<file path="src/hw/mem_msg_defines.svh">
`ifndef MEM_MSG_DEFINES_SVH
`define MEM_MSG_DEFINES_SVH

// ========================================
// Message widths
`define MEM_DATA_W      32
`define MEM_ADDR_W      16
`define MEM_ID_W        4

// ========================================
// Address map
`define MEM_REGION_BIT  15     // Set selects the I/O region
`define DRAM_WORDS      64
`define DRAM_IDX_W      6
`define IO_REGS         8
`define IO_REG_IDX_W    3
`define IO_DEV_W        4
`define IO_DEV_ID       4'h5   // Device id this register bank answers to

`endif

</file>
<file path="src/hw/mem_msg_pkg.sv">
`include "mem_msg_defines.svh"

package mem_msg_pkg;

   typedef enum logic
   {
      e_mem_read  = 1'b0,
      e_mem_write = 1'b1
   } mem_op_e;

   // ========================================
   // Address word, decoded per region
   typedef struct packed
   {
      logic                                          region;
      logic [`MEM_ADDR_W-`DRAM_IDX_W-4:0]             unused;
      logic [`DRAM_IDX_W-1:0]                        word;
      logic [1:0]                                    byte_off;  // Ignored, memory is word addressed
   } dram_addr_s;

   typedef struct packed
   {
      logic                                          region;
      logic [`MEM_ADDR_W-`IO_DEV_W-`IO_REG_IDX_W-2:0] unused;
      logic [`IO_DEV_W-1:0]                          dev_id;
      logic [`IO_REG_IDX_W-1:0]                      reg_idx;
   } io_addr_s;

   typedef union packed
   {
      dram_addr_s dram;
      io_addr_s   io;
   } mem_addr_u;

   // ========================================
   // Command and response messages
   typedef struct packed
   {
      mem_op_e                op;
      mem_addr_u              addr;
      logic [`MEM_DATA_W-1:0] data;
      logic [`MEM_ID_W-1:0]   id;
   } mem_cmd_s;

   typedef struct packed
   {
      logic [`MEM_ID_W-1:0]   id;
      logic [`MEM_DATA_W-1:0] data;
      logic                   err;
   } mem_resp_s;

endpackage

</file>
<file path="src/hw/dram_endpoint.sv">
`timescale 1ns/1ps
`include "mem_msg_defines.svh"

module dram_endpoint
(
   input  logic                  clk_i,
   input  logic                  rst_i,
   input  mem_msg_pkg::mem_cmd_s cmd_i,
   input  logic                  cmd_v_i,
   output mem_msg_pkg::mem_resp_s resp_o,
   output logic                  resp_v_o
);

   import mem_msg_pkg::*;

   logic [`MEM_DATA_W-1:0] mem_r [`DRAM_WORDS];

   mem_cmd_s  s1_cmd_r;
   logic      s1_v_r;
   mem_resp_s s2_resp_r;
   logic      s2_v_r;

   // ========================================
   // Stage valids
   always_ff @(posedge clk_i)
   begin
      if (rst_i)
      begin
         s1_v_r <= 1'b0;
         s2_v_r <= 1'b0;
      end
      else
      begin
         s1_v_r <= cmd_v_i;
         s2_v_r <= s1_v_r;
      end
   end

   // ========================================
   // Stage one: capture and write
   always_ff @(posedge clk_i)
   begin
      if (cmd_v_i)
         s1_cmd_r <= cmd_i;
      if (cmd_v_i && cmd_i.op == e_mem_write)
         mem_r[cmd_i.addr.dram.word] <= cmd_i.data;  // Lands before any later read samples it
   end

   // Stage two: read and respond
   always_ff @(posedge clk_i)
   begin
      if (s1_v_r)
      begin
         s2_resp_r.id   <= s1_cmd_r.id;
         s2_resp_r.data <= (s1_cmd_r.op == e_mem_write) ? '0 : mem_r[s1_cmd_r.addr.dram.word];
         s2_resp_r.err  <= 1'b0;
      end
   end

   assign resp_o   = s2_resp_r;
   assign resp_v_o = s2_v_r;

   // The merger ordering depends on these strobes being clean two cycles on
   a_stage_v_known: assert property (@(posedge clk_i) disable iff (rst_i)
      !$isunknown({s1_v_r, s2_v_r}));

endmodule

</file>
<file path="src/hw/io_reg_endpoint.sv">
`timescale 1ns/1ps
`include "mem_msg_defines.svh"

module io_reg_endpoint
(
   input  logic                  clk_i,
   input  logic                  rst_i,
   input  mem_msg_pkg::mem_cmd_s cmd_i,
   input  logic                  cmd_v_i,
   output mem_msg_pkg::mem_resp_s resp_o,
   output logic                  resp_v_o
);

   import mem_msg_pkg::*;

   logic [`MEM_DATA_W-1:0] regs_r [`IO_REGS];

   logic      dev_hit;
   logic      is_write;
   mem_resp_s resp_r;
   logic      resp_v_r;

   assign dev_hit  = (cmd_i.addr.io.dev_id == `IO_DEV_ID);
   assign is_write = (cmd_i.op == e_mem_write);

   // ========================================
   // Register bank
   always_ff @(posedge clk_i)
   begin
      if (rst_i)
      begin
         regs_r   <= '{default: '0};
         resp_v_r <= 1'b0;
      end
      else
      begin
         resp_v_r <= cmd_v_i;
         if (cmd_v_i && dev_hit && is_write)
            regs_r[cmd_i.addr.io.reg_idx] <= cmd_i.data;
      end
   end

   // ========================================
   // Response, one cycle after the command
   always_ff @(posedge clk_i)
   begin
      if (cmd_v_i)
      begin
         resp_r.id  <= cmd_i.id;
         resp_r.err <= !dev_hit;  // Foreign device, bank left untouched
         if (dev_hit && !is_write)
            resp_r.data <= regs_r[cmd_i.addr.io.reg_idx];
         else
            resp_r.data <= '0;
      end
   end

   assign resp_o   = resp_r;
   assign resp_v_o = resp_v_r;

endmodule

</file>
<file path="src/hw/resp_merger.sv">
`timescale 1ns/1ps

module resp_merger
(
   input  logic                   clk_i,
   input  logic                   rst_i,
   input  mem_msg_pkg::mem_resp_s dram_resp_i,
   input  logic                   dram_resp_v_i,
   input  mem_msg_pkg::mem_resp_s io_resp_i,
   input  logic                   io_resp_v_i,
   output mem_msg_pkg::mem_resp_s resp_o,
   output logic                   resp_v_o
);

   import mem_msg_pkg::*;

   mem_resp_s  q_r [2];
   logic [1:0] count_r;

   // Queue contents followed by this cycle's arrivals, oldest first
   mem_resp_s  fill_list [4];
   logic [2:0] fill_n;

   mem_resp_s  resp_r;
   logic       resp_v_r;

   // ========================================
   // Ordering
   always_comb
   begin
      fill_list[0] = q_r[0];
      fill_list[1] = q_r[1];
      fill_list[2] = '0;
      fill_list[3] = '0;
      fill_n       = {1'b0, count_r};
      if (dram_resp_v_i)
      begin
         fill_list[fill_n[1:0]] = dram_resp_i;  // DRAM was issued earlier on a tie
         fill_n                 = fill_n + 3'd1;
      end
      if (io_resp_v_i)
      begin
         fill_list[fill_n[1:0]] = io_resp_i;
         fill_n                 = fill_n + 3'd1;
      end
   end

   // ========================================
   // Pop head into the output, keep the rest
   always_ff @(posedge clk_i)
   begin
      if (rst_i)
      begin
         count_r  <= 2'd0;
         resp_v_r <= 1'b0;
      end
      else
      begin
         resp_v_r <= (fill_n != 3'd0);
         count_r  <= (fill_n == 3'd0) ? 2'd0 : 2'(fill_n - 3'd1);
      end
   end

   always_ff @(posedge clk_i)
   begin
      resp_r <= fill_list[0];
      q_r[0] <= fill_list[1];
      q_r[1] <= fill_list[2];
   end

   assign resp_o   = resp_r;
   assign resp_v_o = resp_v_r;

   a_no_overflow: assert property (@(posedge clk_i) disable iff (rst_i)
      fill_n <= 3'd3);

   // Host keeps ids unique among commands in flight
   a_distinct_ids: assert property (@(posedge clk_i) disable iff (rst_i)
      (dram_resp_v_i && io_resp_v_i) |-> (dram_resp_i.id != io_resp_i.id));

endmodule

</file>
<file path="src/hw/mem_msg_wrapper.sv">
`timescale 1ns/1ps
`include "mem_msg_defines.svh"

module mem_msg_wrapper
(
   input  logic                   clk_i,
   input  logic                   rst_i,
   input  mem_msg_pkg::mem_cmd_s  cmd_i,
   input  logic                   cmd_v_i,
   output mem_msg_pkg::mem_resp_s resp_o,
   output logic                   resp_v_o
);

   import mem_msg_pkg::*;

   logic      dram_cmd_v;
   logic      io_cmd_v;
   mem_resp_s dram_resp;
   logic      dram_resp_v;
   mem_resp_s io_resp;
   logic      io_resp_v;

   // ========================================
   // Region steering
   assign dram_cmd_v = cmd_v_i & ~cmd_i.addr[`MEM_REGION_BIT];
   assign io_cmd_v   = cmd_v_i &  cmd_i.addr[`MEM_REGION_BIT];

   // ========================================
   // Endpoints and merge
   dram_endpoint dram_ep
   (
      .clk_i    (clk_i),
      .rst_i    (rst_i),
      .cmd_i    (cmd_i),
      .cmd_v_i  (dram_cmd_v),
      .resp_o   (dram_resp),
      .resp_v_o (dram_resp_v)
   );

   io_reg_endpoint io_ep
   (
      .clk_i    (clk_i),
      .rst_i    (rst_i),
      .cmd_i    (cmd_i),
      .cmd_v_i  (io_cmd_v),
      .resp_o   (io_resp),
      .resp_v_o (io_resp_v)
   );

   resp_merger merger
   (
      .clk_i         (clk_i),
      .rst_i         (rst_i),
      .dram_resp_i   (dram_resp),
      .dram_resp_v_i (dram_resp_v),
      .io_resp_i     (io_resp),
      .io_resp_v_i   (io_resp_v),
      .resp_o        (resp_o),
      .resp_v_o      (resp_v_o)
   );

endmodule

</file>
<file path="config.mk">
export PLATFORM = sky130hd
export DESIGN_NAME = mem_msg_wrapper
export DESIGN_NICKNAME = d
export VERILOG_FILES = /design/src/hw/mem_msg_pkg.sv /design/src/hw/dram_endpoint.sv /design/src/hw/io_reg_endpoint.sv /design/src/hw/resp_merger.sv /design/src/hw/mem_msg_wrapper.sv
export VERILOG_INCLUDE_DIRS = /design/src /design/src/hw
export SDC_FILE = /design/constraint.sdc
export NUM_CORES = 2
export LEC_CHECK = 0
export ABC_AREA = 1
export BUFFER_PORTS_ARGS = -buffer_cell sky130_fd_sc_hd__clkbuf_2
export CAP_MARGIN = 10
export CORE_MARGIN = 8
export CORE_UTILIZATION = 35
export CTS_CLUSTER_SIZE = 25
export DETAILED_ROUTE_END_ITERATION = 8
export MAX_ROUTING_LAYER = met4
export PLACE_DENSITY = 0.57
export SETUP_SLACK_MARGIN = 0.2
export SLEW_MARGIN = 20
export SYNTH_ARGS = -nofsm -noshare
export SYNTH_HDL_FRONTEND = slang
export SYNTH_SLANG_ARGS = --single-unit
</file>
<file path="constraint.sdc">
create_clock -name clk_i -period 5.13 [get_ports clk_i]
set_input_delay 0.2565 -clock clk_i [delete_from_list [all_inputs] [get_ports clk_i]]
set_output_delay 0.2565 -clock clk_i [all_outputs]
set_load 0.05 [all_outputs]
</file>
After elaboration in Yosys (flattened, before gate mapping) --
Memories as Yosys holds them, arrays and structs flattened. A register that Yosys moved wholly into a read port is not among the register bits. Index checks and enable logic that the tools add are counted.
Word-level totals: bits in registers 353, memory bits (writable) 2122, input bits 56, output and inout bits 38, logic and storage cells 71, memories kept 2
Memory list:
- dram_ep.mem_r | words 64, width 32, rd ports 1, clocked after Yosys merged registers in 1, write ports 1, line dram_endpoint.sv:16 | logic [`MEM_DATA_W-1:0] mem_r [`DRAM_WORDS];
- merger.q_r | words 2, width 37, rd ports 2, clocked after Yosys merged registers in 0, write ports 2, line resp_merger.sv:17 | mem_resp_s q_r [2];
Operators by class: add/sub/neg operators 3, magnitude comparators 6, eq/ne operators 1, muxes and demuxes 18, bitwise gates (word level) 6, reductions and logical operators 12
Operators by type and width (number):
- bitwise mux 148 bit | 2
- 2-to-1 mux 148 bit | 2
- bitwise mux 256 bit | 1
- demux 37 bit (select 2 bit) | 2
- binary-select mux 32 bit (select 3 bit) | 1
- demux 32 bit (select 3 bit) | 1
- 2-to-1 mux 32 bit | 3
- 2-to-1 mux 37 bit | 2
- logical AND 1 bit | 7
- greater-or-equal comparator 3 bit, second input constant | 2
- less-than comparator 3 x 1 -> 1 bit, second input constant | 2
- 2-to-1 mux 3 bit | 2
- NOT 2 -> 3 bit | 2
- == test 4 x 3 -> 1 bit, second input constant | 1
- greater-or-equal comparator 4 bit, second input constant | 1
- less-than comparator 4 x 1 -> 1 bit, second input constant | 1
- NOT 3 -> 4 bit | 1
- adder 2 x 1 -> 3 bit, second input constant | 1
- adder 3 x 1 -> 3 bit, second input constant | 1
- zero test 3 bit | 1
- nonzero test 3 bit | 1
- bitwise AND 1 bit | 2
- zero test 1 bit | 2
- 2-to-1 mux 1 bit | 2
- 3 further kinds | 3

Logic depth before layout (Yosys ltp) --
depth in word-level cells 9, mapped depth 14, depth with buffers taken out 11

Modules after synthesis --
From an unflattened synthesis, not the netlist that was laid out.
Second synthesis, totals: cells, all modules 9615, area total of the unflattened synthesis 102483.3 µm²
Modules (own cells, without submodules):
- dram_endpoint | instances 1, cells each 6865, area an instance 83888.0 µm², sequential area each 62950.4 µm²
- io_reg_endpoint | instances 1, cells each 2181, area an instance 13930.9 µm², sequential area each 6256.0 µm²
- resp_merger | instances 1, cells each 565, area an instance 4647.0 µm², sequential area each 2282.2 µm²
- mem_msg_wrapper | instances 1, cells each 4, area an instance 17.5 µm², sequential area each 0.0 µm²

Worst setup path before layout --
No wires, ideal clock.
path kind input to register, from input cmd_v_i, to memory dram_ep.mem_r[0][0] (netlist bit) (enable), setup time 0.421 ns, data arrival time 2.586 ns, data required time 4.709 ns, slack 2.123 ns, stages on the path 4, path buffers 0, path through inv_1 nor3_1 nand4_1 nor2_1
Between the ends: word-level cells in the longest chain between the ends 4
Ends and longest elaborated chain:
- from (decl) | line mem_msg_wrapper.sv:9 | input logic cmd_v_i,
- bitwise AND 1 bit | line mem_msg_wrapper.sv:25 | assign dram_cmd_v = cmd_v_i & ~cmd_i.addr[`MEM_REGION_BIT];
- logical AND 1 bit | line dram_endpoint.sv:45 | if (cmd_v_i && cmd_i.op == e_mem_write)
- 2-to-1 mux 1 bit | line dram_endpoint.sv:45
- 2-to-1 mux 1 bit (not written as such) | line dram_endpoint.sv:46 | mem_r[cmd_i.addr.dram.word] <= cmd_i.data;
- to (decl) | line dram_endpoint.sv:16
No other way between the ends.

==> summary.md <==
| Metric | Value |
|---|---|
| CP dominant cell by count | `nand3_1` |
| Worst Setup Start Kind | `flip-flop` |
| Cells after Synth | `around 8800` |
| CTS buffer count | `283` |
| Cell Area, Synth | `between 0.09 and 0.1 sq mm` |
| Number of global-route vias before repair | `about 65000` |
| Crit share post-route | `between 60 and 70%` |
| Worst Hold Class | `input port to flip-flop` |
| Slowest stage cell, crit path | `edfxtp_1` |
| Post-route ant nets | `0` |
| Slew HR | `23.1%` |
| Nets | `8868` |
| Die Area | `around 0.3 sq mm` |
| Initial Util | `roughly a third` |
| Metal3 WL | `22300 um` |
| Core Box Area | `about 0.28 sq mm` |
| Share of layout cells above drive strength 1 | `about 8.4%` |
| Clock sinks | `2505` |
| Crit. End Element | `flip-flop` |
| Vias/cell | `approximately 5.4` |
| Clock Tree Buf Depth | `4` |
| Crit-path cells | `inv_8 -> buf_4 -> nand2_1 -> nand3_1 -> nand3_1 -> nand2_1 -> nand2_1 -> nand3_1 -> nand3_1 -> a21oi_1` |
| Seq cells post-synth | `2505` |
| CTS root buffer | `clkbuf_16` |
| Cells after DPL | `roughly 12000` |
| Crit path buf inv count | `2` |
| Drt pass-1 iters | `6` |
| Initial antenna violation count | `9` |
| Sequential share of the synthesized area | `between 70% and 80%` |
| Setup ws final | `around 1.6 ns` |
| Hold Fails Final Rpt | `0` |
| Max Clk Rate | `around 0.28 GHz` |
| Crit Path Max Fanout | `100` |
| Setup violation total in the final timing report | `0` |
| Gpl congestion | `around 0.86` |
| Synth warn | `0` |
| Sequential cell area | `roughly 0.071 sq mm` |
| Clock Latency Late Sink | `~0.92 ns` |
| Met2 WL | `141000 um` |
| Setup WS pre-CTS | `between 1.5 and 2 ns` |
| DR iter-0 viols | `around 7500` |
| Leakage | `a little under 40 nW` |
| Num rows | `between 150 and 200` |
| Arr. time, crit path | `between 4 and 5 ns` |
| Mean Syn Cell Area | `11.3 sq um` |
| Most frequent cells in the layout | `nand2_1 (2432), edfxtp_1 (2132), nand3_1 (1933)` |
| Area share of the largest cell type after synthesis | `64.6%` |
| Max VDD drop | `0.355 mV` |
| Post-CTS Setup Bufs | `0` |
| PwrDens | `between 300 and 400 mW/mm^2` |
| DIE HEIGHT | `548 um` |
| Crit-path leading delay family | `simple AND/OR/NAND/NOR gates` |
| Fin. max-slew vios | `0` |
| Fillers | `about 27000` |
| Multi-input logic area | `roughly 0.025 sq mm` |
| Non-filler cells, final | `12700` |
| First-pass GRT wire length | `approximately 440000 um` |
| Max layer used | `met4` |
| Final wirelength | `301000 um` |
| Io pins | `94` |
| IO Port Bufs | `86` |
| Critical path class | `flip-flop to flip-flop` |
| Clock skew | `just under 0.06 ns` |
| Worst Tran Pin Value | `roughly 1.2 ns` |
| Wire length per cell | `23.6 um` |
| RSZ-0062 raised after global routing | `false` |
| Synth area leaders | `edfxtp_1 (65%), nand3_1 (9.8%), nand2_1 (9.2%)` |
| Status | `finished, final reports clean` |
| Post-Route M1 WL | `between 100000 and 150000 um` |
| Drc violations | `0` |
| Area Overhead vs Synth | `14.3%` |
| Hpwl dp | `~160000 um` |
| All-Layer GR Usage | `roughly a fifth` |
| Grt total ovfl | `0` |
| Chip width | `~550 um` |
| Distinct cells, synth | `30` |
| Max-capacitance violation count | `0` |
| Commonest non-fill, non-tap cell in the layout | `nand2_1` |
| Synth area leader | `edfxtp_1` |
| Crit path required time | `5.85 ns` |
| Clock tree from TritonCTS | `built` |
| Final core utilization | `between 40% and 50%` |
| Clock transition at path regs | `about 0.06 ns` |
| Final TNS setup | `0 ns` |
| Via count | `approximately 70000` |
| Largest net degree at the start of global routing | `150` |
| CP peak stage delay | `0.59 ns` |
| Fin crit period | `3.54 ns` |
| H-tree depth | `5` |
| Synth Net Count | `about 8800` |
registers in the layout (all words and copies together) (netlist names), 2 cells and up:
name              flops
dram_ep.resp_o       36
merger.q_r           74
dram_ep.s1_cmd_r     11
io_ep.regs_r        256
dram_ep.mem_r      2048
merger.resp_o        37
io_ep.resp_o         37
merger.count_r        2
cell families after synthesis:
kind of cell               synth area share, %
and+or+nand+nor                           20.0
AOI/OAI and AO/OA                         4.55
buffers and inverters                     3.25
DFF                                       72.1
adders and majority gates                0.114
xor gates and xnor gates                0.0177
routing by layer:
layer | vias up | GRT usage, %
li1 | 31100 | -
met1 | 33900 | 25.5
met2 | 2692 | 31.6
met3 | 579 | 3.27
met4 | 0 | 7.66
met5 | - | -
timing repair:
item,4_1_cts,5_1_grt
gates resized for setup,0,0
endpoints found under the hold margin,154,0
hold buffers,20,0
endpoints found under the setup margin,0,0
final cells by class:
type	instances	share of cell area (%)
sequential	2505	63.0
antenna	7	0.0154
inverter	233	0.797
tap	3743	4.13
clock inverter	99	0.697
multi-input combinational	5438	22.0
timing repair buffer	342	2.51
clock buffer	377	6.79
power by group:
part           switching (mW)  internal, mW  leakage, nW
combinational            2.60         0.778         13.0
sequential             0.0936          22.3         22.2
clock                    7.83          11.1         4.13
synthesized netlist by cell type:
cell,number
a21oi_1,393
xor2_1,1
o22ai_1,104
nand4_1,6
nand3_1,1933
dfxtp_1,373
a221oi_1,39
buf_6,1
edfxtp_1,2132
inv_2,9
a41oi_1,2
buf_1,89
ha_1,9
nand2_1,2438
clkinv_1,1
inv_1,223
nor3_1,6
nor3_4,1
nor3_2,1
clkbuf_1,467
a211oi_1,73
nor2_2,1
xnor2_1,1
nand3b_1,1
o21ai_0,174
buf_4,7
nor2_1,237
a31oi_1,12
a22oi_1,6
buf_2,39
per-stage QoR:
step | total power [mW] | instance area, sq um | hold WS [ns]
global route | 46.0 | 113000 | 0.0413
finish | 44.7 | 113000 | 0.0592
detailed placement | 26.1 | 105000 | 0.408
global placement | 26.1 | 105000 | 0.405
CTS | 45.0 | 113000 | 0.0149
floorplan | 24.6 | 99200 | 0.336
final timing paths:
check | depth (start not counted) | start | slack [ns] | to
setup / recovery | 10 | dram_ep.s1_cmd_r[38] | 1.59 | dram_ep.resp_o[32]
hold / removal | 1 | cmd_i[26] | 0.06 | dram_ep.mem_r[34][22]
setup reg to reg | 10 | dram_ep.s1_cmd_r[38] | 1.59 | dram_ep.resp_o[32]
hold reg to reg | 0 | dram_ep.s1_cmd_r[2] | 0.43 | dram_ep.resp_o[35]
Note: power is estimated with default switching activity, not from simulation.
